<file path="config.mk">
export PLATFORM = sky130hd
export DESIGN_NAME = param_update
export DESIGN_NICKNAME = d
export VERILOG_FILES = /design/src/design/backprop_pkg.sv /design/src/design/param_update.sv
export VERILOG_INCLUDE_DIRS = /design/src /design/src/include
export SDC_FILE = /design/constraint.sdc
export NUM_CORES = 1
export LEC_CHECK = 0
export ABC_AREA = 0
export BUFFER_PORTS_ARGS = -buffer_cell sky130_fd_sc_hd__buf_4
export CAP_MARGIN = 40
export CORE_AREA = 3 3 156 158
export DETAILED_ROUTE_END_ITERATION = 10
export DIE_AREA = 0 0 159 161
export GPL_TIMING_DRIVEN = 1
export PLACE_DENSITY_LB_ADDON = 0.15
export SKIP_LAST_GASP = 1
export SLEW_MARGIN = 20
export SYNTH_ARGS = -nofsm -noshare
export SYNTH_HDL_FRONTEND = slang
export SYNTH_SLANG_ARGS = --single-unit
</file>
<file path="constraint.sdc">
create_clock -name vclk -period 6.3
set_input_delay 0.315 -clock vclk [all_inputs]
set_output_delay 0.315 -clock vclk [all_outputs]
set_load 0.03 [all_outputs]
</file>
<file path="src/include/backprop_defines.svh">
// Word format, network sizes, parameter counts and learning rate macros
`ifndef BACKPROP_DEFINES_SVH
`define BACKPROP_DEFINES_SVH

// Q8.8 two's complement word
`define BP_N 16
`define BP_F 8

// Network shape: inputs, one hidden layer, outputs
`define BP_NX 2
`define BP_NH 2
`define BP_NO 2

// Learning rate, roughly 0.1 in Q8.8
`define BP_RATE 16'h0019

// Parameter counts
`define BP_NW (`BP_NX * `BP_NH + `BP_NH * `BP_NO)
`define BP_NB (`BP_NH + `BP_NO)
`define BP_NP (`BP_NW + `BP_NB)

`endif

</file>
<file path="src/design/backprop_pkg.sv">
// Fixed-point word and vector types, stream index type, truncating multiply
`default_nettype none

`include "backprop_defines.svh"

package backprop_pkg;

  // One signed Q8.8 word
  typedef logic signed [`BP_N-1:0] fix_t;

  // Activation and target vectors, element 0 is the first node
  typedef fix_t [`BP_NX-1:0] in_vec_t;
  typedef fix_t [`BP_NH-1:0] hid_vec_t;
  typedef fix_t [`BP_NO-1:0] out_vec_t;

  // Layer-1 weights first (j*NX+i), then layer-2 (NX*NH + k*NH + j)
  typedef fix_t [`BP_NW-1:0] w_vec_t;
  // Hidden biases first, then output biases
  typedef fix_t [`BP_NB-1:0] b_vec_t;

  // Position in the drain stream
  typedef logic [$clog2(`BP_NP)-1:0] pidx_t;

  // Full 32-bit product, keep bits 23 down to 8
  function automatic fix_t fix_mul(input fix_t a, input fix_t b);
    logic signed [2*`BP_N-1:0] prod;
    prod = a * b;
    return prod[`BP_N+`BP_F-1:`BP_F];
  endfunction

endpackage

`default_nettype wire

</file>
<file path="src/design/param_update.sv">
// Stream index decode and updated value: old minus rate times gradient
`default_nettype none

`include "backprop_defines.svh"

module param_update (
  input  backprop_pkg::pidx_t  param_index,
  input  backprop_pkg::w_vec_t w,
  input  backprop_pkg::w_vec_t w_sum,
  input  backprop_pkg::b_vec_t b,
  input  backprop_pkg::b_vec_t b_sum,
  output backprop_pkg::fix_t   param_value
);
  import backprop_pkg::*;

  localparam int w2_base = `BP_NX * `BP_NH;

  fix_t old_v;
  fix_t grad_v;

  // Walk the stream order and pick the element at param_index
  always_comb begin
    int pos;

    pos    = 0;
    old_v  = '0;
    grad_v = '0;

    // Each hidden node: its input weights, then its bias
    for (int j = 0; j < `BP_NH; j++) begin
      for (int i = 0; i < `BP_NX; i++) begin
        if (param_index == pidx_t'(pos)) begin
          old_v  = w[j*`BP_NX + i];
          grad_v = w_sum[j*`BP_NX + i];
        end
        pos++;
      end
      if (param_index == pidx_t'(pos)) begin
        old_v  = b[j];
        grad_v = b_sum[j];
      end
      pos++;
    end

    // Each output node: weights from the hidden layer, then its bias
    for (int k = 0; k < `BP_NO; k++) begin
      for (int j = 0; j < `BP_NH; j++) begin
        if (param_index == pidx_t'(pos)) begin
          old_v  = w[w2_base + k*`BP_NH + j];
          grad_v = w_sum[w2_base + k*`BP_NH + j];
        end
        pos++;
      end
      if (param_index == pidx_t'(pos)) begin
        old_v  = b[`BP_NH + k];
        grad_v = b_sum[`BP_NH + k];
      end
      pos++;
    end
  end

  // Gradient descent step, products truncated like everywhere else
  assign param_value = old_v - fix_mul(fix_t'(`BP_RATE), grad_v);

endmodule

`default_nettype wire

</file>
==> flow_summary.yaml <==
place:
  place.port_buffers: 404
  place_congestion: 0.922
  dp_hpwl_microns: 29900
  place_ws_ns: -0.507
  dpl_cell_area_sq_um: 9490
power:
  peakVddDrop_mv: 0.261
  leakagePower_uw: 0.00515
  power_uw: 3750
  power_density_nw_per_um2: 362
synth:
  syn_area_sq_um: 4720
  synthMuxAreaShare_pct: 8.92
  yosys.area_share.simple_pct: 17.8
  synth_top_family_by_area: "compound AO/OA/AOI/OAI gates"
  synth_nets: 1109
  synthDistinctLibCells: 60
  syn_avg_cell_area_sq_um: 7.31
  yosys.area_share.adder_pct: 22.1
  synth_xor_xnor_area_share_pct: 5.56
  netlist_top_cells_count: "a21oi_1 (89), nand2_1 (64), ha_1 (61), nor2_1 (59)"
  ys_top_cells_by_area: "ha_1 (16%), a21oi_1 (9.4%), a222oi_1 (7.4%)"
  synth.top_cell.area_share_pct: 16.2
  synth_seq_area_share_pct: 0
  yosys.area.top_type: "ha_1"
  synth.most_common_cell: "a21oi_1"
  synth_compound_area_share_pct: 39.9
  synth_warnings: 0
  syn_inst: 646
drt:
  wire_per_inst_microns: 22.3
  detailedRoute.firstIterationViolations: 577
  route.detailed.drc: 0
  wl_microns: 34400
  vias: 7763
  first_pass_iters: 6
  antenna_left: 0
  viasPerCell: 5.02
outcome:
  failed_checks: "setup timing"
  status: "finished, violations left"
timing:
  layout_setup_ws_ns: -0.317
  setup_tns_ns: -0.991
  hold_violations: 0
  max_slew_margin_pct: 54.8
  drv_slew: 0
  max_freq_mhz: 151
  rsz0062_at_grt: "yes"
  fin_crit_ns: 6.62
  finalCritPeriodShare_pct: 105
  worst_pin_slew_ns: 0.678
  setup_viol: 6
setup_path:
  worst-path-stages: 32
  max_stage_delay_ns: 0.39
  path_buf_inv: 6
  worstPathArrival_ns: 6.30
  cp.required_ns: 5.98
  cp_max_fo: 11
  worst_path_max_delay_cell: "fa_2"
  crit_start: "param_index[1]"
  critical_path.top_delay_family: "compound AO/OA/AOI/OAI gates"
  cp-start-kind: "input pin"
  critical_path_class: "in2out"
  end_kind: "primary output"
hold_path:
  hold-path-cell-count: 5
  min_from: "w[95]"
  hold_path_class: "in2out"
floorplan:
  die_h_microns: 161
  num_rows: 56
  io_pins: 404
  start_util_pct: 20.3
  die-area_sq_um: 25600
  fp.coreArea_sq_um: 23300
  die_w_microns: 159
global_route:
  antenna_found_initial: 8
  grt_overflow: 0
  grt_first_pass_wirelength_microns: 49300
  track_usage_pct: 25.1
  grt_max_degree: 29
  grt_pass1_vias: 7963
layout:
  seq_cell_count: 0
  drive_above_1_share_pct: 60.8
  n_clock_buffer: 0
  seqCellArea_sq_um: 0
  synthToLayoutAreaGrowth_pct: 119
  nets: 1688
  finalInstanceArea_sq_um: 10400
  finish.utilization_pct: 44.5
flow_run:
  drv_cap: 0
clocking:
  cts-hold-fix-buffers: 0
-- cells in the final DEF (no fill, tap or decap), types with 13 or more instances in the layout --
| cell type | netlist | routed |
|---|---|---|
| ha_4 | 0 | 14 |
| a22o_1 | 22 | 22 |
| a22oi_1 | 35 | 35 |
| inv_1 | 18 | 15 |
| buf_6 | 3 | 14 |
| a222oi_1 | 35 | 35 |
| buf_12 | 0 | 13 |
| nand2_1 | 64 | 56 |
| ha_1 | 61 | 43 |
| mux2_2 | 18 | 16 |
| nand3_1 | 13 | 13 |
| nor2_1 | 59 | 50 |
| a21oi_1 | 89 | 77 |
| xnor2_1 | 22 | 17 |
| buf_4 | 1 | 592 |
-- power by group --
part / switching [uW] / total (uW) / internal, uW / leakage, uW
registers: 0 / 0 / 0 / 0
clock network: 0 / 0.0000639 / 0.0000639 / 0.0000000190
logic: 1820 / 3750 / 1930 / 0.00515
-- through the flow --
step / cells / hold slack, ns
after floorplan: 646 / 0.920
after global placement: 1499 / 1.09
after CTS: 1530 / 1.08
final: 1545 / 1.06
after detailed placement: 1499 / 1.08
after global routing: 1545 / 1.10
-- cell type report --
type / instances / area (sq um)
antenna: 3 / 7.51
fill: 2445 / 12900
inverter: 18 / 67.6
multi-input combinational: 584 / 4980
tap: 319 / 399
timing repair buffer: 621 / 4900
-- metal layers --
layer  track usage [%]  vias up  wire length, microns
li1                  -     3702                     -
met1              33.0     3672                 14900
met2              42.4      337                 16000
met3              5.41       42                  2660
met4              5.29       10                   789
met5                 0        -                    72
-- worst min-delay path, stage by stage --
cell     delay, ns
buf_4         0.08
nand2_1       0.03
nand4_1       0.12
xnor2_2       0.07
buf_6         0.13
-- timing repair --
item,in CTS,in global routing
endpoints found under the setup margin,6,11
pin swaps,53,65
setup buffers,31,13
gates resized for setup,49,48
cloned,1,0
-- path summary, 6_finish.rpt --
path	endpoint	slack, ns
min	param_value[15]	1.06
max	param_value[14]	-0.32
-- kinds of logic (layout without fill, tap and decap cells) --
logic type | after synthesis | after routing
buf+inv | 62 | 639
simple gates | 183 | 183
mux | 31 | 31
fa+ha+maj | 75 | 75
other cells | 0 | 3
compound gates | 265 | 265
xor+xnor | 30 | 30
(Power assumes the default switching activity.)
