$ cat src/include/backprop_defines.svh
// Word format, network sizes, parameter counts and learning rate macros
`ifndef BACKPROP_DEFINES_SVH
`define BACKPROP_DEFINES_SVH

// Q8.8 two's complement word
`define BP_N 16
`define BP_F 8

// Network shape: inputs, one hidden layer, outputs
`define BP_NX 2
`define BP_NH 2
`define BP_NO 2

// Learning rate, roughly 0.1 in Q8.8
`define BP_RATE 16'h0019

// Parameter counts
`define BP_NW (`BP_NX * `BP_NH + `BP_NH * `BP_NO)
`define BP_NB (`BP_NH + `BP_NO)
`define BP_NP (`BP_NW + `BP_NB)

`endif

$ cat src/design/backprop_pkg.sv
// Fixed-point word and vector types, stream index type, truncating multiply
`default_nettype none

`include "backprop_defines.svh"

package backprop_pkg;

  // One signed Q8.8 word
  typedef logic signed [`BP_N-1:0] fix_t;

  // Activation and target vectors, element 0 is the first node
  typedef fix_t [`BP_NX-1:0] in_vec_t;
  typedef fix_t [`BP_NH-1:0] hid_vec_t;
  typedef fix_t [`BP_NO-1:0] out_vec_t;

  // Layer-1 weights first (j*NX+i), then layer-2 (NX*NH + k*NH + j)
  typedef fix_t [`BP_NW-1:0] w_vec_t;
  // Hidden biases first, then output biases
  typedef fix_t [`BP_NB-1:0] b_vec_t;

  // Position in the drain stream
  typedef logic [$clog2(`BP_NP)-1:0] pidx_t;

  // Full 32-bit product, keep bits 23 down to 8
  function automatic fix_t fix_mul(input fix_t a, input fix_t b);
    logic signed [2*`BP_N-1:0] prod;
    prod = a * b;
    return prod[`BP_N+`BP_F-1:`BP_F];
  endfunction

endpackage

`default_nettype wire

$ cat src/design/acc_if.sv
// Interface for gradient terms and accumulate/clear controls, with modports
`default_nettype none

interface acc_if;
  import backprop_pkg::*;

  // Per-sample gradient contributions
  w_vec_t w_term;
  b_vec_t b_term;

  // Add the current terms this cycle
  logic acc_en;
  // Zero all accumulators and the cost
  logic clear;

  modport terms (output w_term, output b_term);
  modport ctrl (output acc_en, output clear);
  modport bank (input w_term, input b_term, input acc_en, input clear);

endinterface

`default_nettype wire

$ cat src/design/backprop_ctrl.sv
// Controller: sample acceptance, drain sequencing, stream index and clear pulse
`default_nettype none

`include "backprop_defines.svh"

module backprop_ctrl (
  input  logic                dtb,
  input  logic                rst_n,
  input  logic                sample_valid,
  input  logic                drain_start,
  acc_if.ctrl                 acc,
  output backprop_pkg::pidx_t param_index,
  output logic                param_valid,
  output logic                busy,
  output logic                drain_done
);
  import backprop_pkg::*;

  // Idle, streaming parameters, one cycle of wrap-up
  typedef enum logic [1:0] {
    st_idle,
    st_drain,
    st_done
  } state_t;

  localparam pidx_t last_idx = pidx_t'(`BP_NP - 1);

  state_t state;
  pidx_t  idx;

  always_ff @(posedge dtb or negedge rst_n) begin
    if (!rst_n) begin
      state <= st_idle;
      idx   <= '0;
    end else begin
      case (state)
        st_idle: begin
          // Drain requests only count while idle
          if (drain_start) begin
            state <= st_drain;
            idx   <= '0;
          end
        end
        st_drain: begin
          if (idx == last_idx) begin
            state <= st_done;
          end else begin
            idx <= idx + pidx_t'(1);
          end
        end
        default: begin
          // Clear cycle, back to idle after it
          state <= st_idle;
        end
      endcase
    end
  end

  // Busy spans the stream and the clear cycle
  assign busy        = (state != st_idle);
  assign param_valid = (state == st_drain);
  assign drain_done  = (state == st_done);
  assign param_index = idx;

  // Samples accumulate on the edge where they are seen, unless draining
  assign acc.acc_en = sample_valid & ~busy;
  assign acc.clear  = drain_done;

endmodule

`default_nettype wire

$ cat src/flat_wrapper.sv
// flat-port wrapper written by rule: the top's interface ports become plain ports
module backprop_ctrl_flat import backprop_pkg::*;
  (dtb, rst_n, sample_valid, drain_start, param_index, param_valid, busy, drain_done, acc_acc_en, acc_clear);
  acc_if acc_i ();
  input  logic dtb;
  input  logic rst_n;
  input  logic sample_valid;
  input  logic drain_start;
  output backprop_pkg::pidx_t param_index;
  output logic param_valid;
  output logic busy;
  output logic drain_done;
  output wire logic [$bits(acc_i.acc_en)-1:0] acc_acc_en;
  output wire logic [$bits(acc_i.clear)-1:0] acc_clear;
  assign acc_acc_en = acc_i.acc_en;
  assign acc_clear = acc_i.clear;
  backprop_ctrl u_core (.dtb(dtb), .rst_n(rst_n), .sample_valid(sample_valid), .drain_start(drain_start), .acc(acc_i), .param_index(param_index), .param_valid(param_valid), .busy(busy), .drain_done(drain_done));
endmodule
$ cat config.mk
export PLATFORM = sky130hd
export DESIGN_NAME = backprop_ctrl_flat
export DESIGN_NICKNAME = d
export VERILOG_FILES = /design/src/design/backprop_pkg.sv /design/src/design/acc_if.sv /design/src/design/backprop_ctrl.sv /design/src/flat_wrapper.sv
export VERILOG_INCLUDE_DIRS = /design/src /design/src/include
export SDC_FILE = /design/constraint.sdc
export NUM_CORES = 1
export LEC_CHECK = 0
export BUFFER_PORTS_ARGS = -buffer_cell sky130_fd_sc_hd__clkbuf_2
export CAP_MARGIN = 20
export CORE_AREA = 2 2 39 41
export CTS_BUF_LIST = sky130_fd_sc_hd__clkbuf_8
export CTS_CLUSTER_SIZE = 40
export DETAILED_ROUTE_END_ITERATION = 7
export DIE_AREA = 0 0 41 43
export GPL_TIMING_DRIVEN = 0
export REMOVE_ABC_BUFFERS = 1
export SYNTH_ARGS = -nofsm -noshare
export SYNTH_HDL_FRONTEND = slang
export SYNTH_SLANG_ARGS = --single-unit
$ cat constraint.sdc
create_clock -name dtb -period 1.3 [get_ports dtb]
set_input_delay 0.26 -clock dtb [delete_from_list [all_inputs] [get_ports dtb]]
set_output_delay 0.26 -clock dtb [all_outputs]
set_load 0.1 [all_outputs]
==> reports/results.tsv <==
metric	value	unit
drc	0	
cp-end-kind	primary output	
max_slew_margin	80.06	%
synth_cells	32	
synth-main-ff-cell	dfrtp_1	
wire_per_inst	12.89	um
grt_pass1_wl	1531	um
start_kind	flop	
h-tree-depth	1	
place_congestion	0.6730	
cp_max_fo	4	
outcome	finished, violations left	
synthXorXnorAreaFrac	2.632	%
synth_fa_ha_area_share	3.759	%
grt_usage	14.29	%
synth_top_cell_by_area	dfrtp_1	
wirelength	954	um
start_util	24.05	%
r2r_slack	-50	ps
die_y	43	um
arrival	1230	ps
rsz0062_at_grt	true	
drt_first_iter_violations	2	
min-delay-path-class	primary input to flop	
path_class	flop to primary output	
cp_slowest_stage_delay	390	ps
top_level_ports	13	
synth_simple_gate_area_share	21.05	%
layout.nets	65	
synth_most_common_cell	dfrtp_1	
worst_pin_slew	300.7	ps
critPathRequiredTime	1040	ps
multi_input_area	191.4	um^2
ys_seq_area_share	45.11	%
period_share	114.6	%
avgViaCountPerCell	4.419	
synth_edf_count	0	
dp_hpwl	474.4	um
area_growth	102.6	%
io_buffers	12	
vias	327	
cts_tree	yes	
cts-root-buf	clkbuf_8	
regArea	151.4	um^2
post-place-cells	59	
grt_pass1_vias	342	
yosysWarnings	0	
ys_seq_elements	6	
synthTopCellsByArea	dfrtp_1, a31oi_4, nor2b_1	
grt_max_degree	7	
hold_viol_final	0	
final.setup_skew	4.086	ps
yosys-top-cells-count	dfrtp_1, inv_1, nand2_1, nor2b_1, nor2_1	
die_area	1763	um^2
cts_sinks	6	
ys_async_sr_fraction	100.0	%
crit_family	flip-flops	
synthMuxAreaShare	7.519	%
clock.fmax	671.2	MHz
std_cell_rows	14	
firstDrtPassIters	4	
antenna_found_initial	0	
avgSynthCellArea	10.40	um^2
crit_buf_inv	1	
syn_area	332.8	um^2
drv_cap	0	
antenna_cells	0	
synth_top_area_share	45.11	%
fill_cells	139	
path_clk_slew	40	ps
cts_buffer_depth	2	
slew_viol_final	0	
finalNonFillerCells	74	
slowest_stage	dfrtp_1	
grt_overflow	0	
numCtsBuffers	3	
synth.distinct_cells	19	
layout_setup_ws	-189.9	ps
period_minus_slack	1490	ps
synth-compound-area-share	13.16	%
coreArea	1384	um^2
path_cells	or2_1, nor2_1, clkbuf_8	
finalSetupViolations	6	
drive_gt1_share	60.34	%
die_w	41	um
violations	setup timing	
synth_top_family_by_area	simple AND/OR/NAND/NOR gates	
insertion_delay	230	ps
postRouteAntennaNets	0	
## kinds of logic after synthesis
group / Yosys count
compound gates: 4
xor+xnor: 1
fa+ha+maj: 1
buf+inv: 5
flops: 6
mux: 2
simple gates: 13
## tightest hold or removal path, delay by kind of cell
family	cells	cell delay (ps)
and+or+nand+nor	2	110
AOI/OAI and AO/OA	1	80
buffers and inverters	1	110
## layout make-up
type	instances	area share [%]
sequential	6	22.45
multi-input combinational	21	28.39
tap	16	2.968
inverter	4	2.226
clock buffer	3	6.122
timing repair buffer	24	37.85
## sequential cells by signal, summed over array words and instances, names as in the netlist
register,flops
u_core.param_index,4
u_core.state,2
## metrics by stage
step	hold WS, ps	utilization [%]	setup slack [ps]	cell area, um^2	TNS, ps
floorplan	-35.59	-	-2022	325.3	-9001
global placement	99.25	29.29	-215.0	405.4	-751.4
detailed placement	99.43	29.29	-219.6	405.4	-773.7
CTS	352.2	46.11	-201.1	638.1	-658.4
global route	392.1	48.73	-243.7	674.4	-1190
finish	379.3	48.73	-189.9	674.4	-879.1
## layout by cell type (no fill, tap or decap), types with 2 or more instances in the layout
cell,Yosys,layout
buf_4,1,9
buf_6,0,4
clkbuf_16,0,3
clkbuf_2,0,3
clkbuf_4,0,2
clkbuf_8,0,5
dfrtp_1,6,5
inv_1,4,3
nand2_1,3,3
nor2_1,2,2
nor2b_4,0,2
## routing by layer
metal / track usage (%) / share of wire (%) / up-vias
li1: - / - / 156
met1: 14.24 / 32 / 153
met2: 21.88 / 56 / 13
met3: 3.665 / 7.3 / 5
met4: 14.00 / 4.2 / 0
met5: 0 / 0 / -
## what timing repair did
item | in CTS | in global routing
gates resized for setup | 27 | 5
hold buffers | 1 | 0
endpoints found under the hold margin | 6 | 0
endpoints found under the setup margin | 12 | 10
cloned | 0 | 0
pin swaps | 4 | 2
buffers inserted | 8 | 3
## path summary, 6_finish.rpt
check | from | end | cells past startpoint
max in group asynchronous | rst_n | u_core.state[0]$_DFFE_PN0P_ | 2
min | drain_start | u_core.param_index[2]$_DFFE_PN0P_ | 4
min reg2reg | u_core.param_index[3]$_DFFE_PN0P_ | u_core.state[0]$_DFFE_PN0P_ | 1
max | u_core.state[1]$_DFFE_PN0P_ | acc_acc_en | 3
max reg2reg | u_core.state[1]$_DFFE_PN0P_ | u_core.param_index[0]$_DFFE_PN0P_ | 4
min in group asynchronous | rst_n | u_core.param_index[1]$_DFFE_PN0P_ | 2
Power is left out: the tool's default activity adds up to more than one toggle a clock period on the data nets, which glitch-free logic cannot reach.
