$ cat config.mk
export PLATFORM = sky130hd
export DESIGN_NAME = loss_unit_flat
export DESIGN_NICKNAME = d
export VERILOG_FILES = /design/src/design/backprop_pkg.sv /design/src/design/acc_if.sv /design/src/design/loss_unit.sv /design/src/flat_wrapper.sv
export VERILOG_INCLUDE_DIRS = /design/src /design/src/include
export SDC_FILE = /design/constraint.sdc
export NUM_CORES = 1
export LEC_CHECK = 0
export ABC_AREA = 1
export BUFFER_PORTS_ARGS = -buffer_cell sky130_fd_sc_hd__buf_2
export CAP_MARGIN = 10
export CORE_ASPECT_RATIO = 0.9
export CORE_MARGIN = 3
export CORE_UTILIZATION = 50
export DETAILED_ROUTE_END_ITERATION = 10
export PLACE_DENSITY = 0.73
export SLEW_MARGIN = 20
export SYNTH_ARGS = -nofsm -noshare
export SYNTH_HDL_FRONTEND = slang
export SYNTH_SLANG_ARGS = --single-unit
$ cat constraint.sdc
create_clock -name dtb -period 6.2 [get_ports dtb]
set_input_delay 1.24 -clock dtb [delete_from_list [all_inputs] [get_ports dtb]]
set_output_delay 1.24 -clock dtb [all_outputs]
set_load 0.01 [all_outputs]
$ cat src/include/backprop_defines.svh
// Word format, network sizes, parameter counts and learning rate macros
`ifndef BACKPROP_DEFINES_SVH
`define BACKPROP_DEFINES_SVH

// Q8.8 two's complement word
`define BP_N 16
`define BP_F 8

// Network shape: inputs, one hidden layer, outputs
`define BP_NX 2
`define BP_NH 2
`define BP_NO 2

// Learning rate, roughly 0.1 in Q8.8
`define BP_RATE 16'h0019

// Parameter counts
`define BP_NW (`BP_NX * `BP_NH + `BP_NH * `BP_NO)
`define BP_NB (`BP_NH + `BP_NO)
`define BP_NP (`BP_NW + `BP_NB)

`endif

$ cat src/design/backprop_pkg.sv
// Fixed-point word and vector types, stream index type, truncating multiply
`default_nettype none

`include "backprop_defines.svh"

package backprop_pkg;

  // One signed Q8.8 word
  typedef logic signed [`BP_N-1:0] fix_t;

  // Activation and target vectors, element 0 is the first node
  typedef fix_t [`BP_NX-1:0] in_vec_t;
  typedef fix_t [`BP_NH-1:0] hid_vec_t;
  typedef fix_t [`BP_NO-1:0] out_vec_t;

  // Layer-1 weights first (j*NX+i), then layer-2 (NX*NH + k*NH + j)
  typedef fix_t [`BP_NW-1:0] w_vec_t;
  // Hidden biases first, then output biases
  typedef fix_t [`BP_NB-1:0] b_vec_t;

  // Position in the drain stream
  typedef logic [$clog2(`BP_NP)-1:0] pidx_t;

  // Full 32-bit product, keep bits 23 down to 8
  function automatic fix_t fix_mul(input fix_t a, input fix_t b);
    logic signed [2*`BP_N-1:0] prod;
    prod = a * b;
    return prod[`BP_N+`BP_F-1:`BP_F];
  endfunction

endpackage

`default_nettype wire

$ cat src/design/acc_if.sv
// Interface for gradient terms and accumulate/clear controls, with modports
`default_nettype none

interface acc_if;
  import backprop_pkg::*;

  // Per-sample gradient contributions
  w_vec_t w_term;
  b_vec_t b_term;

  // Add the current terms this cycle
  logic acc_en;
  // Zero all accumulators and the cost
  logic clear;

  modport terms (output w_term, output b_term);
  modport ctrl (output acc_en, output clear);
  modport bank (input w_term, input b_term, input acc_en, input clear);

endinterface

`default_nettype wire

$ cat src/design/loss_unit.sv
// Output error with ReLU derivative and the squared-error cost register
`default_nettype none

`include "backprop_defines.svh"

module loss_unit (
  input  logic                   dtb,
  input  logic                   rst_n,
  acc_if.bank                    acc,
  input  backprop_pkg::out_vec_t y_out,
  input  backprop_pkg::out_vec_t target,
  output backprop_pkg::out_vec_t err_out,
  output backprop_pkg::fix_t     cost
);
  import backprop_pkg::*;

  out_vec_t diff;
  fix_t     sq_sum;

  always_comb begin
    sq_sum = '0;
    for (int k = 0; k < `BP_NO; k++) begin
      // Difference wraps in 16 bits
      diff[k] = y_out[k] - target[k];
      // ReLU derivative is a step, so the error is the difference or zero
      err_out[k] = (y_out[k] >= fix_t'(0)) ? diff[k] : fix_t'(0);
      sq_sum = sq_sum + fix_mul(diff[k], diff[k]);
    end
  end

  // Plain sum of squared errors over all accepted samples
  always_ff @(posedge dtb or negedge rst_n) begin
    if (!rst_n) begin
      cost <= '0;
    end else if (acc.clear) begin
      cost <= '0;
    end else if (acc.acc_en) begin
      cost <= cost + sq_sum;
    end
  end

endmodule

`default_nettype wire

$ cat src/flat_wrapper.sv
// flat-port wrapper written by rule: the top's interface ports become plain ports
module loss_unit_flat import backprop_pkg::*;
  (dtb, rst_n, y_out, target, err_out, cost, acc_w_term, acc_b_term, acc_acc_en, acc_clear);
  acc_if acc_i ();
  input  logic dtb;
  input  logic rst_n;
  input  backprop_pkg::out_vec_t y_out;
  input  backprop_pkg::out_vec_t target;
  output backprop_pkg::out_vec_t err_out;
  output backprop_pkg::fix_t cost;
  input wire logic [$bits(acc_i.w_term)-1:0] acc_w_term;
  input wire logic [$bits(acc_i.b_term)-1:0] acc_b_term;
  input wire logic [$bits(acc_i.acc_en)-1:0] acc_acc_en;
  input wire logic [$bits(acc_i.clear)-1:0] acc_clear;
  assign acc_i.w_term = acc_w_term;
  assign acc_i.b_term = acc_b_term;
  assign acc_i.acc_en = acc_acc_en;
  assign acc_i.clear = acc_clear;
  loss_unit u_core (.dtb(dtb), .rst_n(rst_n), .acc(acc_i), .y_out(y_out), .target(target), .err_out(err_out), .cost(cost));
endmodule
==> metrics.md, run 1 <==
| Metric | Value |
|---|---|
| Synth Flop Type | dfrtp_1 |
| Initial antenna violation count | 0 |
| Yosys cell types | 52 |
| 1st-iter DRT viols | 936 |
| Final hold vios | 0 |
| Post-synth ARST share | 1.00 |
| CP startpoint | y_out[0] |
| Slowest stage delay, CP | 580 ps |
| Total clock sinks | 16 |
| Largest net degree at the start of global routing | 17 |
| Final core utilization | 0.717 |
| Crit path max-delay cell type | fa_1 |
| Layout Skew | 7.03 ps |
| RSZ-0062 raised after global routing | yes |
| CTS tree | built |
| Most frequent cells in the layout | 625 x inv_1, 468 x buf_4, 323 x fa_1 |
| Area grow syn2layout | 40.4% |
| Clock-pin slew on the worst setup and hold paths | 60 ps |
| EDFF count, synth | 0 |
| Post-Syn Nets | 2989 |
| Period utilization | 1.47 |
| Vias per inst | 4.99 |
| Residual DRC | 0 |
| CP Data Arrival Time | 9260 ps |
| Via count | 16200 |
| R2r startpoint | u_core.cost[1]$_DFFE_PN0P_ |
| Max frequency | 110 MHz |
| Placed cells | 3185 |
| Height of the die | 181 µm |
| Htree depth | 1 |
| Max reg flops | 16 |
| Drt pass-1 iters | 5 |
| Post-DRT Antenna Nets | 0 |
| Wire length per cell | 15.7 µm |
| Post-synthesis cell count | 2197 |
| Number of filler cells placed in the layout | 2364 |
| First-pass GRT wire length | 83.1 mm |
| CP required | 6330 ps |
| Mean Syn Cell Area | 7.72 µm² |
| Max_cap viols | 0 |
| Total Nets Final | 3580 |
| GRT Total Usage | 0.283 |
| Number of diodes | 0 |
| Port buffer count | 115 |
| Yosys reg bits | 16 |
| Total negative slack | -35950 ps |
| CTS Root Cell | clkbuf_16 |
| Core area | 33200 µm² |
| Crit path capture type | flip-flop |
| CP startpoint kind | primary input |
| Commonest non-fill, non-tap cell in the layout | inv_1 |
| Gpl congestion | 0.971 |
| Post-Layout Cell Count | 3242 |
| CTS Buf Count | 3 |
| Setup CP Type | in2reg |
| Minimum clock period | 9130 ps |
| Vias in the first global route | 17600 |
| Sequential area share after synthesis | 0.0236 |
| Post-DP HPWL | 43.4 mm |
| GRT Residual Overflow | 0 |
| Failing checks | negative setup slack |
| Die area | 36200 µm² |
| Final Max Slew Viols | 0 |
| Hold slack | 549 ps |
| Max_slew headroom | 0.347 |
| Die Wd | 200 µm |
| Final setup vio count | 16 |
| Layout cell share with drive strength beyond 1 | 0.352 |
| Hold path startpoint | u_core.cost[3]$_DFFE_PN0P_ |
| Max FO, Critical Path | 7 |
| Top reg by flops | u_core.cost |
| CP dominant cell by count | fa_1 |
| Ys Warns | 0 |
| Clock Latency Late Sink | 260 ps |
| Final worst slack | -2930 ps |
| Slew @ Worst Pin | 976 ps |
| Biggest regs | u_core.cost: 16 flops |
| Cts hold-fix bufs | 0 |
| Io pins | 308 |
| Post-Route WL | 51.0 mm |
| Synthesized area | 17000 µm² |
| Outcome | complete, but fails checks |
| Starting Density | 0.511 |
| Clock buffer depth | 2 |
| Std cell rows | 63 |
| Hold WC Path Type | reg2reg |
## critical path: cells and delay by family
family,cells,cell delay (ps)
adder cells (fa/ha/maj),11,4490
buffers and inverters,15,1380
AND/OR/NAND/NOR,11,1140
XOR/XNOR,2,270
AO/OA/AOI/OAI,6,730
## per-layer routing
metal | wire (µm) | part of all wire | GRT usage | up-vias
met2 | 25200 | 0.49 | 0.491 | 600
met5 | 0 | 0 | 0 | -
met4 | 1340 | 0.026 | 0.0661 | 0
met3 | 3630 | 0.071 | 0.0316 | 105
met1 | 20800 | 0.41 | 0.382 | 7892
li1 | - | - | - | 7574
## Yosys cell counts, types with 3 or more instances
cell	instances	area share
a21o_1	9	0.0040
a21oi_1	78	0.023
a21oi_2	4	0.0021
a22o_1	3	0.0016
a31o_2	6	0.0031
a31oi_1	3	0.0011
buf_1	4	0.00089
clkbuf_1	20	0.0044
clkinv_1	5	0.0011
dfrtp_1	16	0.024
fa_1	342	0.40
ha_1	190	0.14
inv_1	676	0.15
inv_2	7	0.0016
nand2_1	337	0.075
nand2_2	14	0.0052
nand2_4	6	0.0040
nand3_1	53	0.016
nand3_2	6	0.0035
nand3b_1	9	0.0040
nand4_1	8	0.0030
nor2_1	234	0.052
nor3_1	7	0.0021
o2111ai_1	3	0.0016
o211ai_1	3	0.0013
o21a_1	4	0.0018
o21ai_0	25	0.0074
o21ai_1	6	0.0018
o21bai_1	12	0.0053
o22ai_1	7	0.0026
or2_2	3	0.0011
xnor2_1	38	0.020
xor2_1	33	0.017
xor2_2	3	0.0029
## kinds of logic after synthesis
kind of cell	count (synthesis)	share of synthesized area
simple gates	686	0.169
fa+ha+maj	533	0.545
compound gates	172	0.0621
xor+xnor	76	0.0421
flops	16	0.0236
buf+inv	714	0.159
## path summary, 6_finish.rpt
kind / cells past startpoint / slack, ps / to
max in group asynchronous: 1 / 4970 / u_core.cost[5]$_DFFE_PN0P_
worst min-delay path: 2 / 550 / u_core.cost[3]$_DFFE_PN0P_
worst max-delay path: 45 / -2930 / u_core.cost[14]$_DFFE_PN0P_
worst min register to register: 2 / 550 / u_core.cost[3]$_DFFE_PN0P_
worst max register to register: 16 / 3330 / u_core.cost[15]$_DFFE_PN0P_
min in group asynchronous: 1 / 920 / u_core.cost[13]$_DFFE_PN0P_
## through the flow
| stage | setup slack [ps] | area, µm² |
|---|---|---|
| after floorplan | -2660 | 17800 |
| after global placement | -3060 | 22200 |
| after detailed placement | -3250 | 22200 |
| after CTS | -2900 | 23100 |
| after global routing | -3260 | 23800 |
| final | -2930 | 23800 |
## layout make-up
class                      count  area (µm²)  share of cell area
sequential                    16         400              0.0168
timing repair buffer         612        4470               0.188
multi-input combinational   1467       15600               0.657
clock buffer                   4        88.8             0.00373
inverter                     688        2650               0.111
tap                          455         569              0.0239
## what timing repair did
item | in CTS | in global routing
gates cloned | 0 | 0
resized for setup | 118 | 141
pin swaps | 102 | 100
endpoints found under the setup margin | 16 | 16
setup buffers | 33 | 22
hold endpoints to repair | 0 | 0
Power of run 1 is left out: the tool's default activity adds up to more than one toggle a clock period on the data nets, which glitch-free logic cannot reach.
==> run 2: changes to the inputs <==
--- a/config.mk
+++ b/config.mk
@@ -7,7 +7,7 @@
 export NUM_CORES = 1
 export LEC_CHECK = 0
 export ABC_AREA = 1
-export BUFFER_PORTS_ARGS = -buffer_cell sky130_fd_sc_hd__buf_2
+export BUFFER_PORTS_ARGS = -buffer_cell sky130_fd_sc_hd__clkbuf_2
 export CAP_MARGIN = 10
 export CORE_ASPECT_RATIO = 0.9
 export CORE_MARGIN = 3
==> metrics.md, run 2 (synthesis gave the netlist of run 1 again) <==
| Metric | Value |
|---|---|
| Slew @ Worst Pin | 1050 ps (+75.4 ps) |
| Place WS | -3270 ps (-26.7 ps) |
| CP bufs+invs | 12 (-3) |
| Max_cap viols | 0 (unchanged) |
| Std cell rows | 63 (unchanged) |
| Layout Skew | 7.30 ps (+0.263 ps) |
| Crit path capture type | flip-flop |
| Height of the die | 181 µm (unchanged) |
| Minimum clock period | 9130 ps (+1.65 ps) |
| Max FO, Critical Path | 6 (-1) |
| RSZ-0062 raised after global routing | yes |
| Final hold vios | 0 (unchanged) |
| CTS tree | built |
| Layout cell share with drive strength beyond 1 | 0.351 (-0.000513) |
| Most frequent cells in the layout | 631 x inv_1, 454 x buf_4, 325 x fa_1 |
| Number of diodes | 0 (unchanged) |
| Largest net degree at the start of global routing | 17 (unchanged) |
| Max reg flops | 16 (unchanged) |
| Max_slew headroom | 0.296 (-0.0504) |
| Final worst slack | -2930 ps (-1.65 ps) |
| Wire length per cell | 16.1 µm (+2.4%) |
| GRT Total Usage | 0.284 (+0.00117) |
| CTS Root Cell | clkbuf_16 |
| Commonest non-fill, non-tap cell in the layout | inv_1 |
| Setup CP Type | in2reg |
| Die Wd | 200 µm (unchanged) |
| Number of filler cells placed in the layout | 2368 (+0.17%) |
| Period utilization | 1.47 (about the same) |
| GRT Residual Overflow | 0 (unchanged) |
| CTS Buf Count | 3 (unchanged) |
| CP required | 6400 ps (+70 ps) |
| Crit path max-delay cell type | fa_1 |
| Clock buffer depth | 2 (unchanged) |
| Biggest regs | u_core.cost: 16 flops |
| CP Data Arrival Time | 9330 ps (+70 ps) |
| Port buffer count | 115 (unchanged) |
| Total clock sinks | 16 (unchanged) |
| Hold slack | 567 ps (+18.5 ps) |
| 1st-iter DRT viols | 1062 (+13%) |
| Outcome | complete, but fails checks |
| Die area | 36200 µm² (unchanged) |
| Top reg by flops | u_core.cost |
| Post-DP HPWL | 43.9 mm (+1.2%) |
| CP dominant cell by count | fa_1 |
| Drt pass-1 iters | 9 (+4) |
| Final Max Slew Viols | 0 (unchanged) |
| Gpl congestion | 0.998 (+2.7%) |
| Vias in the first global route | 17500 (-0.88%) |
| Clock-pin slew on the worst setup and hold paths | 60 ps (about the same) |
| Post-DRT Antenna Nets | 0 (unchanged) |
| Via count | 16300 (+0.62%) |
| Hold WC Path Type | reg2reg |
| Vias per inst | 5.04 (+1.0%) |
| Htree depth | 1 (unchanged) |
| Max frequency | 110 MHz (about the same) |
| Area grow syn2layout | 40.5% (about the same) |
| Failing checks | negative setup slack |
| Core area | 33200 µm² (unchanged) |
| Cts hold-fix bufs | 0 (unchanged) |
| Slowest stage delay, CP | 530 ps (-50 ps) |
| Total Nets Final | 3567 (-0.36%) |
| Total negative slack | -36000 ps (-53.3 ps) |
| Final setup vio count | 16 (unchanged) |
| Initial antenna violation count | 0 (unchanged) |
| CP startpoint kind | primary input |
| Post-Route WL | 52.0 mm (+2.0%) |
| Clock Latency Late Sink | 260 ps (about the same) |
| First-pass GRT wire length | 83.2 mm (+0.14%) |
| Starting Density | 0.511 (unchanged) |
| Io pins | 308 (unchanged) |
| Largest delay share family, worst path | adder cells |
| Residual DRC | 0 (unchanged) |
[run 2: worst paths after layout]
path,startpoint,to,slack [ps],cells past startpoint
min in group asynchronous,rst_n,u_core.cost[11]$_DFFE_PN0P_,930,1
max in group asynchronous,rst_n,u_core.cost[6]$_DFFE_PN0P_,4940,1
max reg2reg,u_core.cost[1]$_DFFE_PN0P_,u_core.cost[15]$_DFFE_PN0P_,3200,16
min reg2reg,u_core.cost[0]$_DFFE_PN0P_,u_core.cost[0]$_DFFE_PN0P_,570,1
max,y_out[0],u_core.cost[15]$_DFFE_PN0P_,-2930,53
min,u_core.cost[0]$_DFFE_PN0P_,u_core.cost[0]$_DFFE_PN0P_,570,1
[run 2: worst reg2reg max path: stages (launching register included)]
cell and delay [ps]:
dfrtp_1 420, fa_1 510, ha_4 190, fa_2 400, a31oi_2 240, inv_1 90, nand3_1 110, o2111ai_2 130
a21oi_2 180, inv_1 60, a21oi_2 140, inv_1 70, nand3_2 70, nand2_1 60, nand2_1 70, nand3_1 80
nand2_1 110
[run 2: per-stage QoR]
| stage | util | std cells | cell area, µm² |
|---|---|---|---|
| 2_1_floorplan | - | 2197 | 17800 |
| 3_3_place_gp | 0.669 | 3181 | 22200 |
| 3_5_place_dp | 0.669 | 3181 | 22200 |
| 4_1_cts | 0.691 | 3209 | 22900 |
| 5_1_grt | 0.717 | 3229 | 23800 |
| 6_report | 0.717 | 3229 | 23800 |
[run 2: final cells by class]
class / instances / area, µm² / share of cell area
Sequential cell: 16 / 400 / 0.0168
Clock buffer: 4 / 88.8 / 0.00373
Inverter: 688 / 2640 / 0.111
Timing Repair Buffer: 599 / 4420 / 0.185
Tap cell: 455 / 569 / 0.0239
Multi-Input combinational cell: 1467 / 15700 / 0.659
[run 2: metal layers]
metal	track usage	up-vias	part of all wire
li1	-	7557	-
met1	0.385	7910	0.42
met2	0.489	652	0.49
met3	0.0312	153	0.063
met4	0.0720	0	0.032
met5	0	-	0
[run 2: what timing repair did]
item / 4_1_cts / 5_1_grt
pin swaps: 96 / 107
buffers inserted: 31 / 23
endpoints found under the setup margin: 16 / 16
endpoints found under the hold margin: 0 / 0
gates resized for setup: 94 / 177
Power of run 2 is left out for the same reason.
