$ cat config.mk
export PLATFORM = sky130hd
export DESIGN_NAME = grad_accum_flat
export DESIGN_NICKNAME = d
export VERILOG_FILES = /design/src/design/backprop_pkg.sv /design/src/design/acc_if.sv /design/src/design/grad_accum.sv /design/src/flat_wrapper.sv
export VERILOG_INCLUDE_DIRS = /design/src /design/src/include
export SDC_FILE = /design/constraint.sdc
export NUM_CORES = 1
export LEC_CHECK = 0
export BUFFER_PORTS_ARGS = -buffer_cell sky130_fd_sc_hd__buf_4
export CAP_MARGIN = 25
export CORE_MARGIN = 3
export CORE_UTILIZATION = 53
export CTS_CLUSTER_SIZE = 25
export DETAILED_ROUTE_END_ITERATION = 10
export PLACE_DENSITY = 0.83
export SLEW_MARGIN = 40
export SYNTH_ARGS = -nofsm -noshare
export SYNTH_HDL_FRONTEND = slang
export SYNTH_SLANG_ARGS = --single-unit
$ cat constraint.sdc
create_clock -name dtb -period 3.1 [get_ports dtb]
set_clock_uncertainty 0.2 [all_clocks]
set_input_delay 0.62 -clock dtb [delete_from_list [all_inputs] [get_ports dtb]]
set_output_delay 0.62 -clock dtb [all_outputs]
set_load 0.01 [all_outputs]
$ cat src/include/backprop_defines.svh
// Word format, network sizes, parameter counts and learning rate macros
`ifndef BACKPROP_DEFINES_SVH
`define BACKPROP_DEFINES_SVH

// Q8.8 two's complement word
`define BP_N 16
`define BP_F 8

// Network shape: inputs, one hidden layer, outputs
`define BP_NX 2
`define BP_NH 2
`define BP_NO 2

// Learning rate, roughly 0.1 in Q8.8
`define BP_RATE 16'h0019

// Parameter counts
`define BP_NW (`BP_NX * `BP_NH + `BP_NH * `BP_NO)
`define BP_NB (`BP_NH + `BP_NO)
`define BP_NP (`BP_NW + `BP_NB)

`endif

$ cat src/design/backprop_pkg.sv
// Fixed-point word and vector types, stream index type, truncating multiply
`default_nettype none

`include "backprop_defines.svh"

package backprop_pkg;

  // One signed Q8.8 word
  typedef logic signed [`BP_N-1:0] fix_t;

  // Activation and target vectors, element 0 is the first node
  typedef fix_t [`BP_NX-1:0] in_vec_t;
  typedef fix_t [`BP_NH-1:0] hid_vec_t;
  typedef fix_t [`BP_NO-1:0] out_vec_t;

  // Layer-1 weights first (j*NX+i), then layer-2 (NX*NH + k*NH + j)
  typedef fix_t [`BP_NW-1:0] w_vec_t;
  // Hidden biases first, then output biases
  typedef fix_t [`BP_NB-1:0] b_vec_t;

  // Position in the drain stream
  typedef logic [$clog2(`BP_NP)-1:0] pidx_t;

  // Full 32-bit product, keep bits 23 down to 8
  function automatic fix_t fix_mul(input fix_t a, input fix_t b);
    logic signed [2*`BP_N-1:0] prod;
    prod = a * b;
    return prod[`BP_N+`BP_F-1:`BP_F];
  endfunction

endpackage

`default_nettype wire

$ cat src/design/acc_if.sv
// Interface for gradient terms and accumulate/clear controls, with modports
`default_nettype none

interface acc_if;
  import backprop_pkg::*;

  // Per-sample gradient contributions
  w_vec_t w_term;
  b_vec_t b_term;

  // Add the current terms this cycle
  logic acc_en;
  // Zero all accumulators and the cost
  logic clear;

  modport terms (output w_term, output b_term);
  modport ctrl (output acc_en, output clear);
  modport bank (input w_term, input b_term, input acc_en, input clear);

endinterface

`default_nettype wire

$ cat src/design/grad_accum.sv
// Gradient accumulator bank, payload given by a type parameter
`default_nettype none

`include "backprop_defines.svh"

module grad_accum #(
  parameter type payload_t = backprop_pkg::w_vec_t,
  parameter bit  sel_bias  = 1'b0
) (
  input  logic dtb,
  input  logic rst_n,
  acc_if.bank  acc,
  output payload_t sum
);
  import backprop_pkg::*;

  // Words in one payload
  localparam int n_elem = $bits(payload_t) / `BP_N;

  logic [$bits(payload_t)-1:0] term_flat;
  logic [$bits(payload_t)-1:0] sum_flat;

  // Pick which term vector feeds this bank
  if (sel_bias) begin : g_bias
    assign term_flat = acc.b_term;
  end else begin : g_weight
    assign term_flat = acc.w_term;
  end

  always_ff @(posedge dtb or negedge rst_n) begin
    if (!rst_n) begin
      sum_flat <= '0;
    end else if (acc.clear) begin
      sum_flat <= '0;
    end else if (acc.acc_en) begin
      // Element-wise wrapping add
      for (int e = 0; e < n_elem; e++) begin
        sum_flat[e*`BP_N +: `BP_N] <= fix_t'(sum_flat[e*`BP_N +: `BP_N])
                                    + fix_t'(term_flat[e*`BP_N +: `BP_N]);
      end
    end
  end

  assign sum = payload_t'(sum_flat);

endmodule

`default_nettype wire

$ cat src/flat_wrapper.sv
// flat-port wrapper written by rule: the top's interface ports become plain ports
module grad_accum_flat import backprop_pkg::*;
#(
  parameter type payload_t = backprop_pkg::w_vec_t,
  parameter bit  sel_bias  = 1'b0
)
  (dtb, rst_n, sum, acc_w_term, acc_b_term, acc_acc_en, acc_clear);
  acc_if acc_i ();
  input  logic dtb;
  input  logic rst_n;
  output payload_t sum;
  input wire logic [$bits(acc_i.w_term)-1:0] acc_w_term;
  input wire logic [$bits(acc_i.b_term)-1:0] acc_b_term;
  input wire logic [$bits(acc_i.acc_en)-1:0] acc_acc_en;
  input wire logic [$bits(acc_i.clear)-1:0] acc_clear;
  assign acc_i.w_term = acc_w_term;
  assign acc_i.b_term = acc_b_term;
  assign acc_i.acc_en = acc_acc_en;
  assign acc_i.clear = acc_clear;
  grad_accum #(.payload_t(payload_t), .sel_bias(sel_bias)) u_core (.dtb(dtb), .rst_n(rst_n), .acc(acc_i), .sum(sum));
endmodule
==> flow_metrics.env, run 1 <==
export IMPL_status="completed"
export IMPL_cts_made_buffers=17
export IMPL_asyncSetResetFlopFracSynth=1.00
export IMPL_placed_cell_count=1696
export IMPL_timing_final_hold_violations=0
export IMPL_grt_setup_unrepaired="no"
export IMPL_min_period_over_period=0.946
export IMPL_hold_path_cell_count=2
export IMPL_timing_max_slew_rel_slack=0.613
export IMPL_worst_setup_path_class="flip-flop to flip-flop"
export IMPL_htree_levels=4
export IMPL_worst_endpoint_arrival_ns=3.03
export IMPL_worst_ep_required_time_ns=3.19
export IMPL_drt_wl_total_um=28700
export IMPL_ys_warn_count=0
export IMPL_class_of_the_tightest_hold_or_removal_check="flip-flop to flip-flop"
export IMPL_clockBufferDepth=2
export IMPL_r2r_end="u_core.sum[15]"
export IMPL_route_antenna_remaining_nets=0
export IMPL_max_cap_violations=0
export IMPL_cts_root_buf="sky130_fd_sc_hd__clkbuf_16"
export IMPL_route_detailed_drc=0
export IMPL_globalRoute_totalOverflow=0
export IMPL_rrSetupSlack_ns=0.17
export IMPL_groute_usage_overall=0.269
export IMPL_synth_edff_count=0
export IMPL_clock_insertion_delay_worst_skew_ns=0.41
export IMPL_n_fill_cell=1468
export IMPL_final_min_clock_period_ns=2.93
export IMPL_regToRegStartpoint="u_core.sum[1]"
export IMPL_ys_dominant_reg_cell="sky130_fd_sc_hd__dfrtp_1"
export IMPL_initial_core_utilization=0.543
export IMPL_cell_types_occupying_the_most_area_after_synthesis="sky130_fd_sc_hd__dfrtp_1 (31%), sky130_fd_sc_hd__ha_1 (15%), sky130_fd_sc_hd__nor2_1 (4.9%)"
export IMPL_synth_ff_latch_count=128
export IMPL_fmax_mhz=341
export IMPL_cts_sink_count=128
export IMPL_worstMarginPinSlew_ns=0.581
export IMPL_antenna_found_initial=1
export IMPL_wire_per_inst_um=16.6
export IMPL_core_mm2=0.0188
export IMPL_synth_top_cell_area_share=0.313
export IMPL_crit_path_start_kind="flip-flop"
export IMPL_clock_tree_from_tritoncts="yes"
export IMPL_final_net_count=1781
export IMPL_hold_path_startpoint="u_core.sum[42]"
export IMPL_power_density_mw_per_mm2=525
export IMPL_io_buffers=259
export IMPL_worst_r2r_cell_count=9
export IMPL_synth_seq_area_share=0.313
export IMPL_synthCells=1159
export IMPL_detailroute_via_count=9737
export IMPL_design_portCount=324
export IMPL_largest_area_contributor_in_the_synthesized_netlist="sky130_fd_sc_hd__dfrtp_1"
export IMPL_via_per_inst=5.64
export IMPL_chip_height_um=145
export IMPL_grt_first_pass_wirelength_um=45500
export IMPL_antenna_cells=0
export IMPL_synthToLayoutAreaGrowth_pct=30.7
export IMPL_drt_pass1_iter_count=6
export IMPL_largest_register_ff_count=128
export IMPL_post_synth_cell_area_avg_um2=8.82
export IMPL_final_hold_worst_slack_ns=0.314
export IMPL_dp_hpwl_um=21400
export IMPL_synth_cell_type_count=61
export IMPL_leakage_nw=6.94
export IMPL_synth_fp_nets=1483
export IMPL_worstHoldEndpoint="u_core.sum[42]"
export IMPL_final_instance_count_excl_fill=1727
export IMPL_final_max_slew_violation_count=0
export IMPL_worstPathMaxFanout=4
export IMPL_clk_pin_slew_ns=0.06
export IMPL_grt_start_max_net_pins=54
export IMPL_crit_path_end_kind="flip-flop"
export IMPL_dr_first_iter_drc_count=446
export IMPL_rows=50
export IMPL_setup_violations=0
export IMPL_die_area_mm2=0.0210
export IMPL_synth_cell_area_mm2=0.0102
export IMPL_finalWeightedCongestion=0.921
export IMPL_die_w_um=145
export IMPL_vdd_drop_max_mv=0.387
export IMPL_drive_gt1_frac=0.242
export IMPL_grt_pass1_vias=9469
Yosys cell counts (all sizes together) (10+ instances only):
library cell	n
o21ai	74
nand2b	15
a21oi	88
a21o	42
nor2	134
nand2	83
xor2	33
clkbuf	25
inv	57
a211oi	19
mux2i	49
ha	120
nor2b	29
a21boi	13
o21bai	11
dfrtp	128
xnor2	39
nand3	11
nor3	24
o21a	20
buf	10
metrics by stage:
stage / setup TNS (ns) / total power, mW / worst slack [ns] / instance area (µm²) / util
after floorplan: 0 / 3.99 / 0.0636 / 10200 / -
after global placement: -0.695 / 5.00 / -0.135 / 12800 / 0.679
after detailed placement: -0.817 / 5.09 / -0.138 / 12800 / 0.679
after CTS: 0 / 7.02 / 0.135 / 13300 / 0.708
after global routing: 0 / 7.49 / 0.00232 / 13400 / 0.709
final: 0 / 7.00 / 0.167 / 13400 / 0.709
kinds of logic after synthesis:
kind of cell / Yosys count / synth area share
flops: 128 / 0.313
xor+xnor: 72 / 0.0617
compound gates: 337 / 0.215
buf+inv: 92 / 0.0338
mux: 55 / 0.0546
simple gates: 347 / 0.158
fa+ha+maj: 128 / 0.163
worst max-delay path by stage:
| stage | from | end | slack [ns] |
|---|---|---|---|
| 3_3_place_gp | acc_w_term[81] | u_core.sum[95] | -0.13 |
| 6_report | u_core.sum[1] | u_core.sum[15] | 0.17 |
| 3_5_place_dp | acc_w_term[24] | u_core.sum[31] | -0.14 |
| 2_1_floorplan | acc_w_term[1] | u_core.sum[15] | 0.06 |
| 4_1_cts | u_core.sum[1] | u_core.sum[15] | 0.14 |
| 5_1_grt | u_core.sum[24] | u_core.sum[31] | 0.002 |
what timing repair did:
action                                  CTS  global route
buffers inserted                          0             1
resized for setup                         0             6
hold buffers                              1             0
endpoints found under the setup margin    0             6
endpoints found under the hold margin    46             0
metal layers:
layer  global-route usage  part of all wire
met1                0.346              0.43
met2                0.452              0.47
met3               0.0601             0.077
met4               0.0820             0.021
met5                    0                 0
power by group:
part / total [mW] / switching (mW) / internal (mW)
registers: 2.13 / 0.222 / 1.91
logic: 2.98 / 1.51 / 1.47
clock network: 1.89 / 0.740 / 1.15
total: 7.00 / 2.47 / 4.53
critical path, cell delays in order, from the launching register on:
cell and delay [ns]:
sky130_fd_sc_hd__dfrtp_1 0.42, sky130_fd_sc_hd__ha_1 0.29, sky130_fd_sc_hd__a21o_1 0.18, sky130_fd_sc_hd__a21o_1 0.21, sky130_fd_sc_hd__a2111oi_1 0.39, sky130_fd_sc_hd__o21bai_1 0.18
sky130_fd_sc_hd__a21boi_2 0.20, sky130_fd_sc_hd__o21ai_1 0.11, sky130_fd_sc_hd__mux2_1 0.33, sky130_fd_sc_hd__mux2_1 0.32
layout by cell type, fill, tap and decap left out, types with 17 or more instances in the layout:
master                      netlist  final
sky130_fd_sc_hd__o21a_1          20     20
sky130_fd_sc_hd__dfrtp_1        128    128
sky130_fd_sc_hd__a211oi_1        19     19
sky130_fd_sc_hd__buf_4            0    311
sky130_fd_sc_hd__inv_1           57     56
sky130_fd_sc_hd__mux2i_1         49     49
sky130_fd_sc_hd__clkbuf_16        0     17
sky130_fd_sc_hd__o21ai_1         20     20
sky130_fd_sc_hd__ha_1           120    120
sky130_fd_sc_hd__nor2_1         134    132
sky130_fd_sc_hd__xor2_1          33     33
sky130_fd_sc_hd__nand2_1         83     83
sky130_fd_sc_hd__o21ai_0         54     53
sky130_fd_sc_hd__a21oi_1         88     88
sky130_fd_sc_hd__a21o_1          42     42
sky130_fd_sc_hd__nor2b_1         29     29
sky130_fd_sc_hd__nor3_1          24     24
sky130_fd_sc_hd__xnor2_1         39     39
cell type report:
cell class	instances	area, µm²	share of cell area
multi-input cells	939	6700	0.501
flip-flops and latches	128	3200	0.240
repair buffers	314	2380	0.178
clock buffers	23	478	0.0358
well taps	260	325	0.0244
inverters	57	214	0.0160
clock inverters	6	60.1	0.00450
(Power assumes the default switching activity.)
==> run 2, diff against run 1 <==
--- a/config.mk
+++ b/config.mk
@@ -13,6 +13,7 @@
 export CTS_CLUSTER_SIZE = 25
 export DETAILED_ROUTE_END_ITERATION = 10
 export PLACE_DENSITY = 0.83
+export SETUP_SLACK_MARGIN = 0.4
 export SLEW_MARGIN = 40
 export SYNTH_ARGS = -nofsm -noshare
 export SYNTH_HDL_FRONTEND = slang
==> run 2 against run 1 <==
The flow now finishes with violations (negative hold slack). Critical path depth unchanged. Power grew 4.1%. Routed wire length grew 3.6%. Sequential cell count unchanged. Sequential power hardly changed. Register-to-register slack improved by 0.09 ns. Maximum frequency rose by 3.2%. Global-route usage up 0.077 points. Cell area increased by 4.4%. Setup slack improved by 0.090 ns. Critical path type unchanged. Critical endpoint is now u_core.sum[31].
==> flow_metrics.env, run 2 (same netlist as run 1, synthesis figures left out) <==
export IMPL_status="finished, violations left"
export IMPL_violations="negative hold slack"
export IMPL_die_area_mm2=0.0210
export IMPL_io_buffers=259
export IMPL_initial_core_utilization=0.543
export IMPL_antenna_found_initial=0
export IMPL_core_mm2=0.0188
export IMPL_dp_hpwl_um=21800
export IMPL_leakage_nw=7.03
export IMPL_detailroute_via_count=9859
export IMPL_most_common_library_cell_in_the_layout_ignoring_fill_and_taps="sky130_fd_sc_hd__buf_4"
export IMPL_worst_r2r_cell_count=9
export IMPL_worstMarginPinSlew_ns=0.633
export IMPL_report_power_total_mw=7.29
export IMPL_final_hold_worst_slack_ns=-0.000513
export IMPL_antenna_cells=0
export IMPL_timing_max_slew_rel_slack=0.578
export IMPL_crit_path_end_kind="flip-flop"
export IMPL_largest_register_ff_count=128
export IMPL_max_cap_violations=0
export IMPL_drt_pass1_iter_count=4
export IMPL_crit_path_start_kind="flip-flop"
export IMPL_total_area_of_multi_input_combinational_cells_mm2=0.00723
export IMPL_worst_setup_path_class="flip-flop to flip-flop"
export IMPL_worstPathMaxFanout=7
export IMPL_vdd_drop_max_mv=0.421
export IMPL_dr_first_iter_drc_count=393
export IMPL_worst_endpoint_arrival_ns=2.97
export IMPL_worst_ep_required_time_ns=3.23
export IMPL_clockPowerShare=0.272
export IMPL_clockBufferDepth=2
export IMPL_seq_area_mm2=0.00320
export IMPL_switching_power_total_mw=2.56
export IMPL_drive_gt1_frac=0.303
export IMPL_final_max_slew_violation_count=0
export IMPL_rrSetupSlack_ns=0.26
export IMPL_class_of_the_tightest_hold_or_removal_check="input port to asynchronous set/reset pin"
export IMPL_crit_path_cells="ha_4 > a21o_1 > a21o_1 > a221oi_2 > o21ai_1 > a222oi_1 > a21oi_1 > or4_1 > a21oi_1"
export IMPL_chip_height_um=145
export IMPL_grt_first_pass_wirelength_um=45500
export IMPL_min_period_over_period=0.917
export IMPL_groute_usage_overall=0.270
export IMPL_drt_wl_total_um=29700
export IMPL_slowest_delay_ns=0.44
export IMPL_post_cts_hold_fix_bufs=0
export IMPL_cp_buffers_inverters=0
export IMPL_clk_pin_slew_ns=0.06
export IMPL_final_instance_count_excl_fill=1731
export IMPL_route_detailed_drc=0
export IMPL_sequential_share_of_power=0.293
export IMPL_htree_levels=4
export IMPL_n_fill_cell=1374
export IMPL_setup_violations=0
export IMPL_synthToLayoutAreaGrowth_pct=36.5
export IMPL_fmax_mhz=352
export IMPL_r2r_end="u_core.sum[31]"
export IMPL_cts_sink_count=128
export IMPL_wire_per_inst_um=17.2
export IMPL_cts_root_buf="sky130_fd_sc_hd__clkbuf_16"
export IMPL_final_net_count=1783
export IMPL_via_per_inst=5.70
export IMPL_design_portCount=324
export IMPL_p_sw_frac=0.352
export IMPL_grt_setup_unrepaired="yes"
export IMPL_fin_setup_tns_ns=0
export IMPL_route_antenna_remaining_nets=0
export IMPL_fin_util=0.741
export IMPL_grt_pass1_vias=9488
export IMPL_clock_insertion_delay_worst_skew_ns=0.41
export IMPL_grt_start_max_net_pins=66
export IMPL_crit_cells=9
export IMPL_placed_cell_count=1670
export IMPL_highest_count_cells_in_the_layout_ignoring_fill_and_taps="sky130_fd_sc_hd__buf_4 (312), sky130_fd_sc_hd__nor2_1 (133), sky130_fd_sc_hd__dfrtp_1 (127)"
export IMPL_clock_tree_from_tritoncts="yes"
export IMPL_rows=50
export IMPL_final_min_clock_period_ns=2.84
export IMPL_cp_top_family="compound AO/OA/AOI/OAI gates"
export IMPL_cp_slowest_cell="sky130_fd_sc_hd__or4_1"
export IMPL_power_density_mw_per_mm2=523
export IMPL_p_int_mw=4.73
export IMPL_die_w_um=145
export IMPL_timing_final_hold_violations=1
export IMPL_globalRoute_totalOverflow=0
export IMPL_finalWeightedCongestion=0.867
export IMPL_power_frac_comb=0.434
export IMPL_regToRegStartpoint="u_core.sum[24]"
export IMPL_cts_made_buffers=17
==> run 2: worst reg2reg max path, cell delays in order (launching register included) <==
cell and delay, ns:
sky130_fd_sc_hd__dfrtp_1 0.40, sky130_fd_sc_hd__ha_4 0.27, sky130_fd_sc_hd__a21o_1 0.16, sky130_fd_sc_hd__a21o_1 0.18, sky130_fd_sc_hd__a221oi_2 0.28, sky130_fd_sc_hd__o21ai_1 0.13
sky130_fd_sc_hd__a222oi_1 0.38, sky130_fd_sc_hd__a21oi_1 0.16, sky130_fd_sc_hd__or4_1 0.44, sky130_fd_sc_hd__a21oi_1 0.16
==> run 2: area by class of cell <==
| class | instances | area share |
|---|---|---|
| multi-input cells | 939 | 0.518 |
| flip-flops and latches | 128 | 0.230 |
| repair buffers | 316 | 0.172 |
| clock buffers | 25 | 0.0355 |
| well taps | 260 | 0.0233 |
| inverters | 57 | 0.0153 |
| clock inverters | 6 | 0.00574 |
==> run 2: metal layers <==
metal  track usage  routed length [µm]
met1         0.329               12100
met2         0.462               14700
met3        0.0687                2220
met4        0.0947                 756
met5             0                   0
==> run 2: worst max-delay path by stage <==
stage / from / endpoint
global placement: acc_w_term[97] / u_core.sum[111]
floorplan: acc_w_term[33] / u_core.sum[47]
global route: u_core.sum[24] / u_core.sum[31]
CTS: u_core.sum[24] / u_core.sum[31]
detailed placement: acc_w_term[97] / u_core.sum[111]
finish: u_core.sum[24] / u_core.sum[31]
==> run 2: power by group through the flow <==
stage / sequential, mW / clock, mW / combinational, mW
floorplan: 2.23 / 0 / 1.84
CTS: 2.14 / 2.02 / 3.00
global placement: 2.15 / 0 / 2.85
global route: 2.17 / 2.10 / 3.50
detailed placement: 2.16 / 0 / 2.94
finish: 2.14 / 1.99 / 3.17
==> run 2: what timing repair did <==
item / 4_1_cts / 5_1_grt
setup buffers: 10 / 20
gates resized for setup: 6 / 63
endpoints found under the setup margin: 12 / 35
pin swaps: 12 / 47
cloned: 0 / 0
==> run 2: per-stage QoR <==
step / instance area (µm²) / setup WS, ns
5_1_grt: 13900 / 0.112
6_report: 13900 / 0.257
3_3_place_gp: 12800 / 0.0143
3_5_place_dp: 12800 / 0.00566
2_1_floorplan: 10500 / 0.333
4_1_cts: 13500 / 0.279
==> run 3, diff against run 2 <==
--- a/config.mk
+++ b/config.mk
@@ -7,7 +7,6 @@
 export NUM_CORES = 1
 export LEC_CHECK = 0
 export BUFFER_PORTS_ARGS = -buffer_cell sky130_fd_sc_hd__buf_4
-export CAP_MARGIN = 25
 export CORE_MARGIN = 3
 export CORE_UTILIZATION = 53
 export CTS_CLUSTER_SIZE = 25
==> constraint.sdc (replaced) <==
create_clock -name dtb -period 3.1 [get_ports dtb]
set_clock_uncertainty 0.2 [all_clocks]
set_input_delay 0.155 -clock dtb [delete_from_list [all_inputs] [get_ports dtb]]
set_output_delay 0.155 -clock dtb [all_outputs]
set_load 0.01 [all_outputs]
==> run 3 against run 2 <==
The run now ends clean. Routed wire length rose by 5.5%. Setup slack improved by 0.097 ns. Sequential share of layout area shrank 0.50 points. Clock power decreased by 6%. Combinational power rose by 3%. Largest power group unchanged. Highest routed layer unchanged.
==> flow_metrics.env, run 3 (same netlist as run 1, synthesis figures left out) <==
export IMPL_cts_sink_count=128
export IMPL_chip_height_um=145
export IMPL_worstMarginPinSlew_ns=0.761
export IMPL_drt_pass1_iter_count=5
export IMPL_vdd_drop_max_mv=0.407
export IMPL_synthToLayoutAreaGrowth_pct=39.5
export IMPL_report_power_total_mw=7.29
export IMPL_dp_hpwl_um=20800
export IMPL_die_area_mm2=0.0210
export IMPL_cts_made_buffers=17
export IMPL_cp_top_family="compound AO/OA/AOI/OAI gates"
export IMPL_antenna_found_initial=0
export IMPL_crit_path_start="u_core.sum[24]"
export IMPL_initial_core_utilization=0.543
export IMPL_grt_start_max_net_pins=72
export IMPL_rows=50
export IMPL_dr_first_iter_drc_count=550
export IMPL_crit_path_end_kind="flip-flop"
export IMPL_most_common_library_cell_in_the_layout_ignoring_fill_and_taps="sky130_fd_sc_hd__buf_4"
export IMPL_worstPathMaxFanout=2
export IMPL_globalRoute_totalOverflow=0
export IMPL_groute_usage_overall=0.272
export IMPL_final_max_slew_violation_count=0
export IMPL_clockBufferDepth=2
export IMPL_clock_tree_from_tritoncts="yes"
export IMPL_cp_buffers_inverters=0
export IMPL_design_portCount=324
export IMPL_hold_path_startpoint="acc_w_term[44]"
export IMPL_slowest_delay_ns=0.43
export IMPL_grt_first_pass_wirelength_um=46100
export IMPL_drive_gt1_frac=0.311
export IMPL_timing_max_slew_rel_slack=0.492
export IMPL_status="completed"
export IMPL_fmax_mhz=364
export IMPL_detailedPlace_worstSlack_ns=0.128
export IMPL_power_density_mw_per_mm2=511
export IMPL_regToRegStartpoint="u_core.sum[24]"
export IMPL_class_of_the_tightest_hold_or_removal_check="input port to flip-flop"
export IMPL_detailroute_via_count=10224
export IMPL_setup_violations=0
export IMPL_core_mm2=0.0188
export IMPL_route_antenna_remaining_nets=0
export IMPL_io_buffers=259
export IMPL_worst_endpoint_arrival_ns=2.90
export IMPL_route_detailed_drc=0
export IMPL_die_w_um=145
export IMPL_final_net_count=1817
export IMPL_clock_insertion_delay_worst_skew_ns=0.43
export IMPL_largest_register_ff_count=128
export IMPL_wire_per_inst_um=17.8
export IMPL_grt_setup_unrepaired="yes"
export IMPL_crit_path_cells="ha_4 > a21o_1 > a21o_1 > a221oi_2 > o21ai_2 > a222oi_1 > a21oi_1 > or4_1 > a21oi_1"
export IMPL_leakage_nw=7.17
export IMPL_timing_final_hold_violations=0
export IMPL_finalWeightedCongestion=0.886
export IMPL_worst_setup_path_class="flip-flop to flip-flop"
export IMPL_htree_levels=4
export IMPL_post_route_worst_setup_slack_ns=0.354
export IMPL_via_per_inst=5.79
export IMPL_highest_count_cells_in_the_layout_ignoring_fill_and_taps="sky130_fd_sc_hd__buf_4 (324), sky130_fd_sc_hd__nor2_1 (132), sky130_fd_sc_hd__dfrtp_1 (127)"
export IMPL_grt_pass1_vias=9614
export IMPL_n_fill_cell=1274
export IMPL_crit_path_start_kind="flip-flop"
export IMPL_clk_pin_slew_ns=0.07
export IMPL_cts_root_buf="sky130_fd_sc_hd__clkbuf_16"
export IMPL_cp_slowest_cell="sky130_fd_sc_hd__dfrtp_2"
export IMPL_antenna_cells=0
export IMPL_min_period_over_period=0.886
export IMPL_worst_ep_required_time_ns=3.25
export IMPL_fin_setup_tns_ns=0
export IMPL_final_min_clock_period_ns=2.75
export IMPL_max_cap_violations=0
export IMPL_drt_wl_total_um=31400
[run 3: stage by stage]
stage	instances	hold slack, ns	cell area (µm²)	util
finish	1766	0.00387	14300	0.757
CTS	1732	0.00211	13600	0.722
floorplan	1159	-0.341	10200	-
global route	1766	0.0351	14300	0.757
global placement	1657	0.0388	12500	0.664
detailed placement	1658	0.0434	12500	0.666
[run 3: final cells by class]
cell class	count	area (µm²)	share of cell area
Multi-Input combinational cell	939	7250	0.509
Sequential cell	128	3200	0.225
Timing Repair Buffer	350	2720	0.191
Inverter	57	214	0.0150
Clock buffer	18	439	0.0308
Clock inverter	14	93.8	0.00658
Tap cell	260	325	0.0228
[run 3: where the power goes]
part	internal, mW	leakage (nW)	switching [mW]	total, mW
Combinational	1.61	5.23	1.66	3.28
Sequential	1.91	1.69	0.233	2.14
Clock	1.03	0.242	0.833	1.87
[run 3: per-layer routing]
metal	global-route usage	vias to the layer above	part of all wire
li1	-	4863	-
met1	0.339	4904	0.40
met2	0.465	384	0.50
met3	0.0618	73	0.076
met4	0.0903	0	0.028
met5	0	-	0
[run 3: final timing paths]
path | slack [ns] | cells past startpoint | endpoint
setup / recovery | 0.35 | 9 | u_core.sum[31]
hold / removal | 0.004 | 3 | u_core.sum[44]
setup reg to reg | 0.35 | 9 | u_core.sum[31]
hold reg to reg | 0.31 | 2 | u_core.sum[40]
max in group asynchronous | 1.82 | 3 | u_core.sum[31]
min in group asynchronous | 0.12 | 2 | u_core.sum[39]
[run 3: repair_timing]
action / CTS / global route
endpoints found under the setup margin: 16 / 37
setup buffers: 20 / 34
gates resized for setup: 30 / 87
endpoints found under the hold margin: 100 / 0
hold buffers: 22 / 0
pin swaps: 28 / 79
[run 3: tightest hold or removal path, delay by kind of cell]
| kind | cells | cell delay [ns] |
|---|---|---|
| buf+inv | 1 | 0.08 |
| compound gates | 1 | 0.13 |
| fa+ha+maj | 1 | 0.22 |
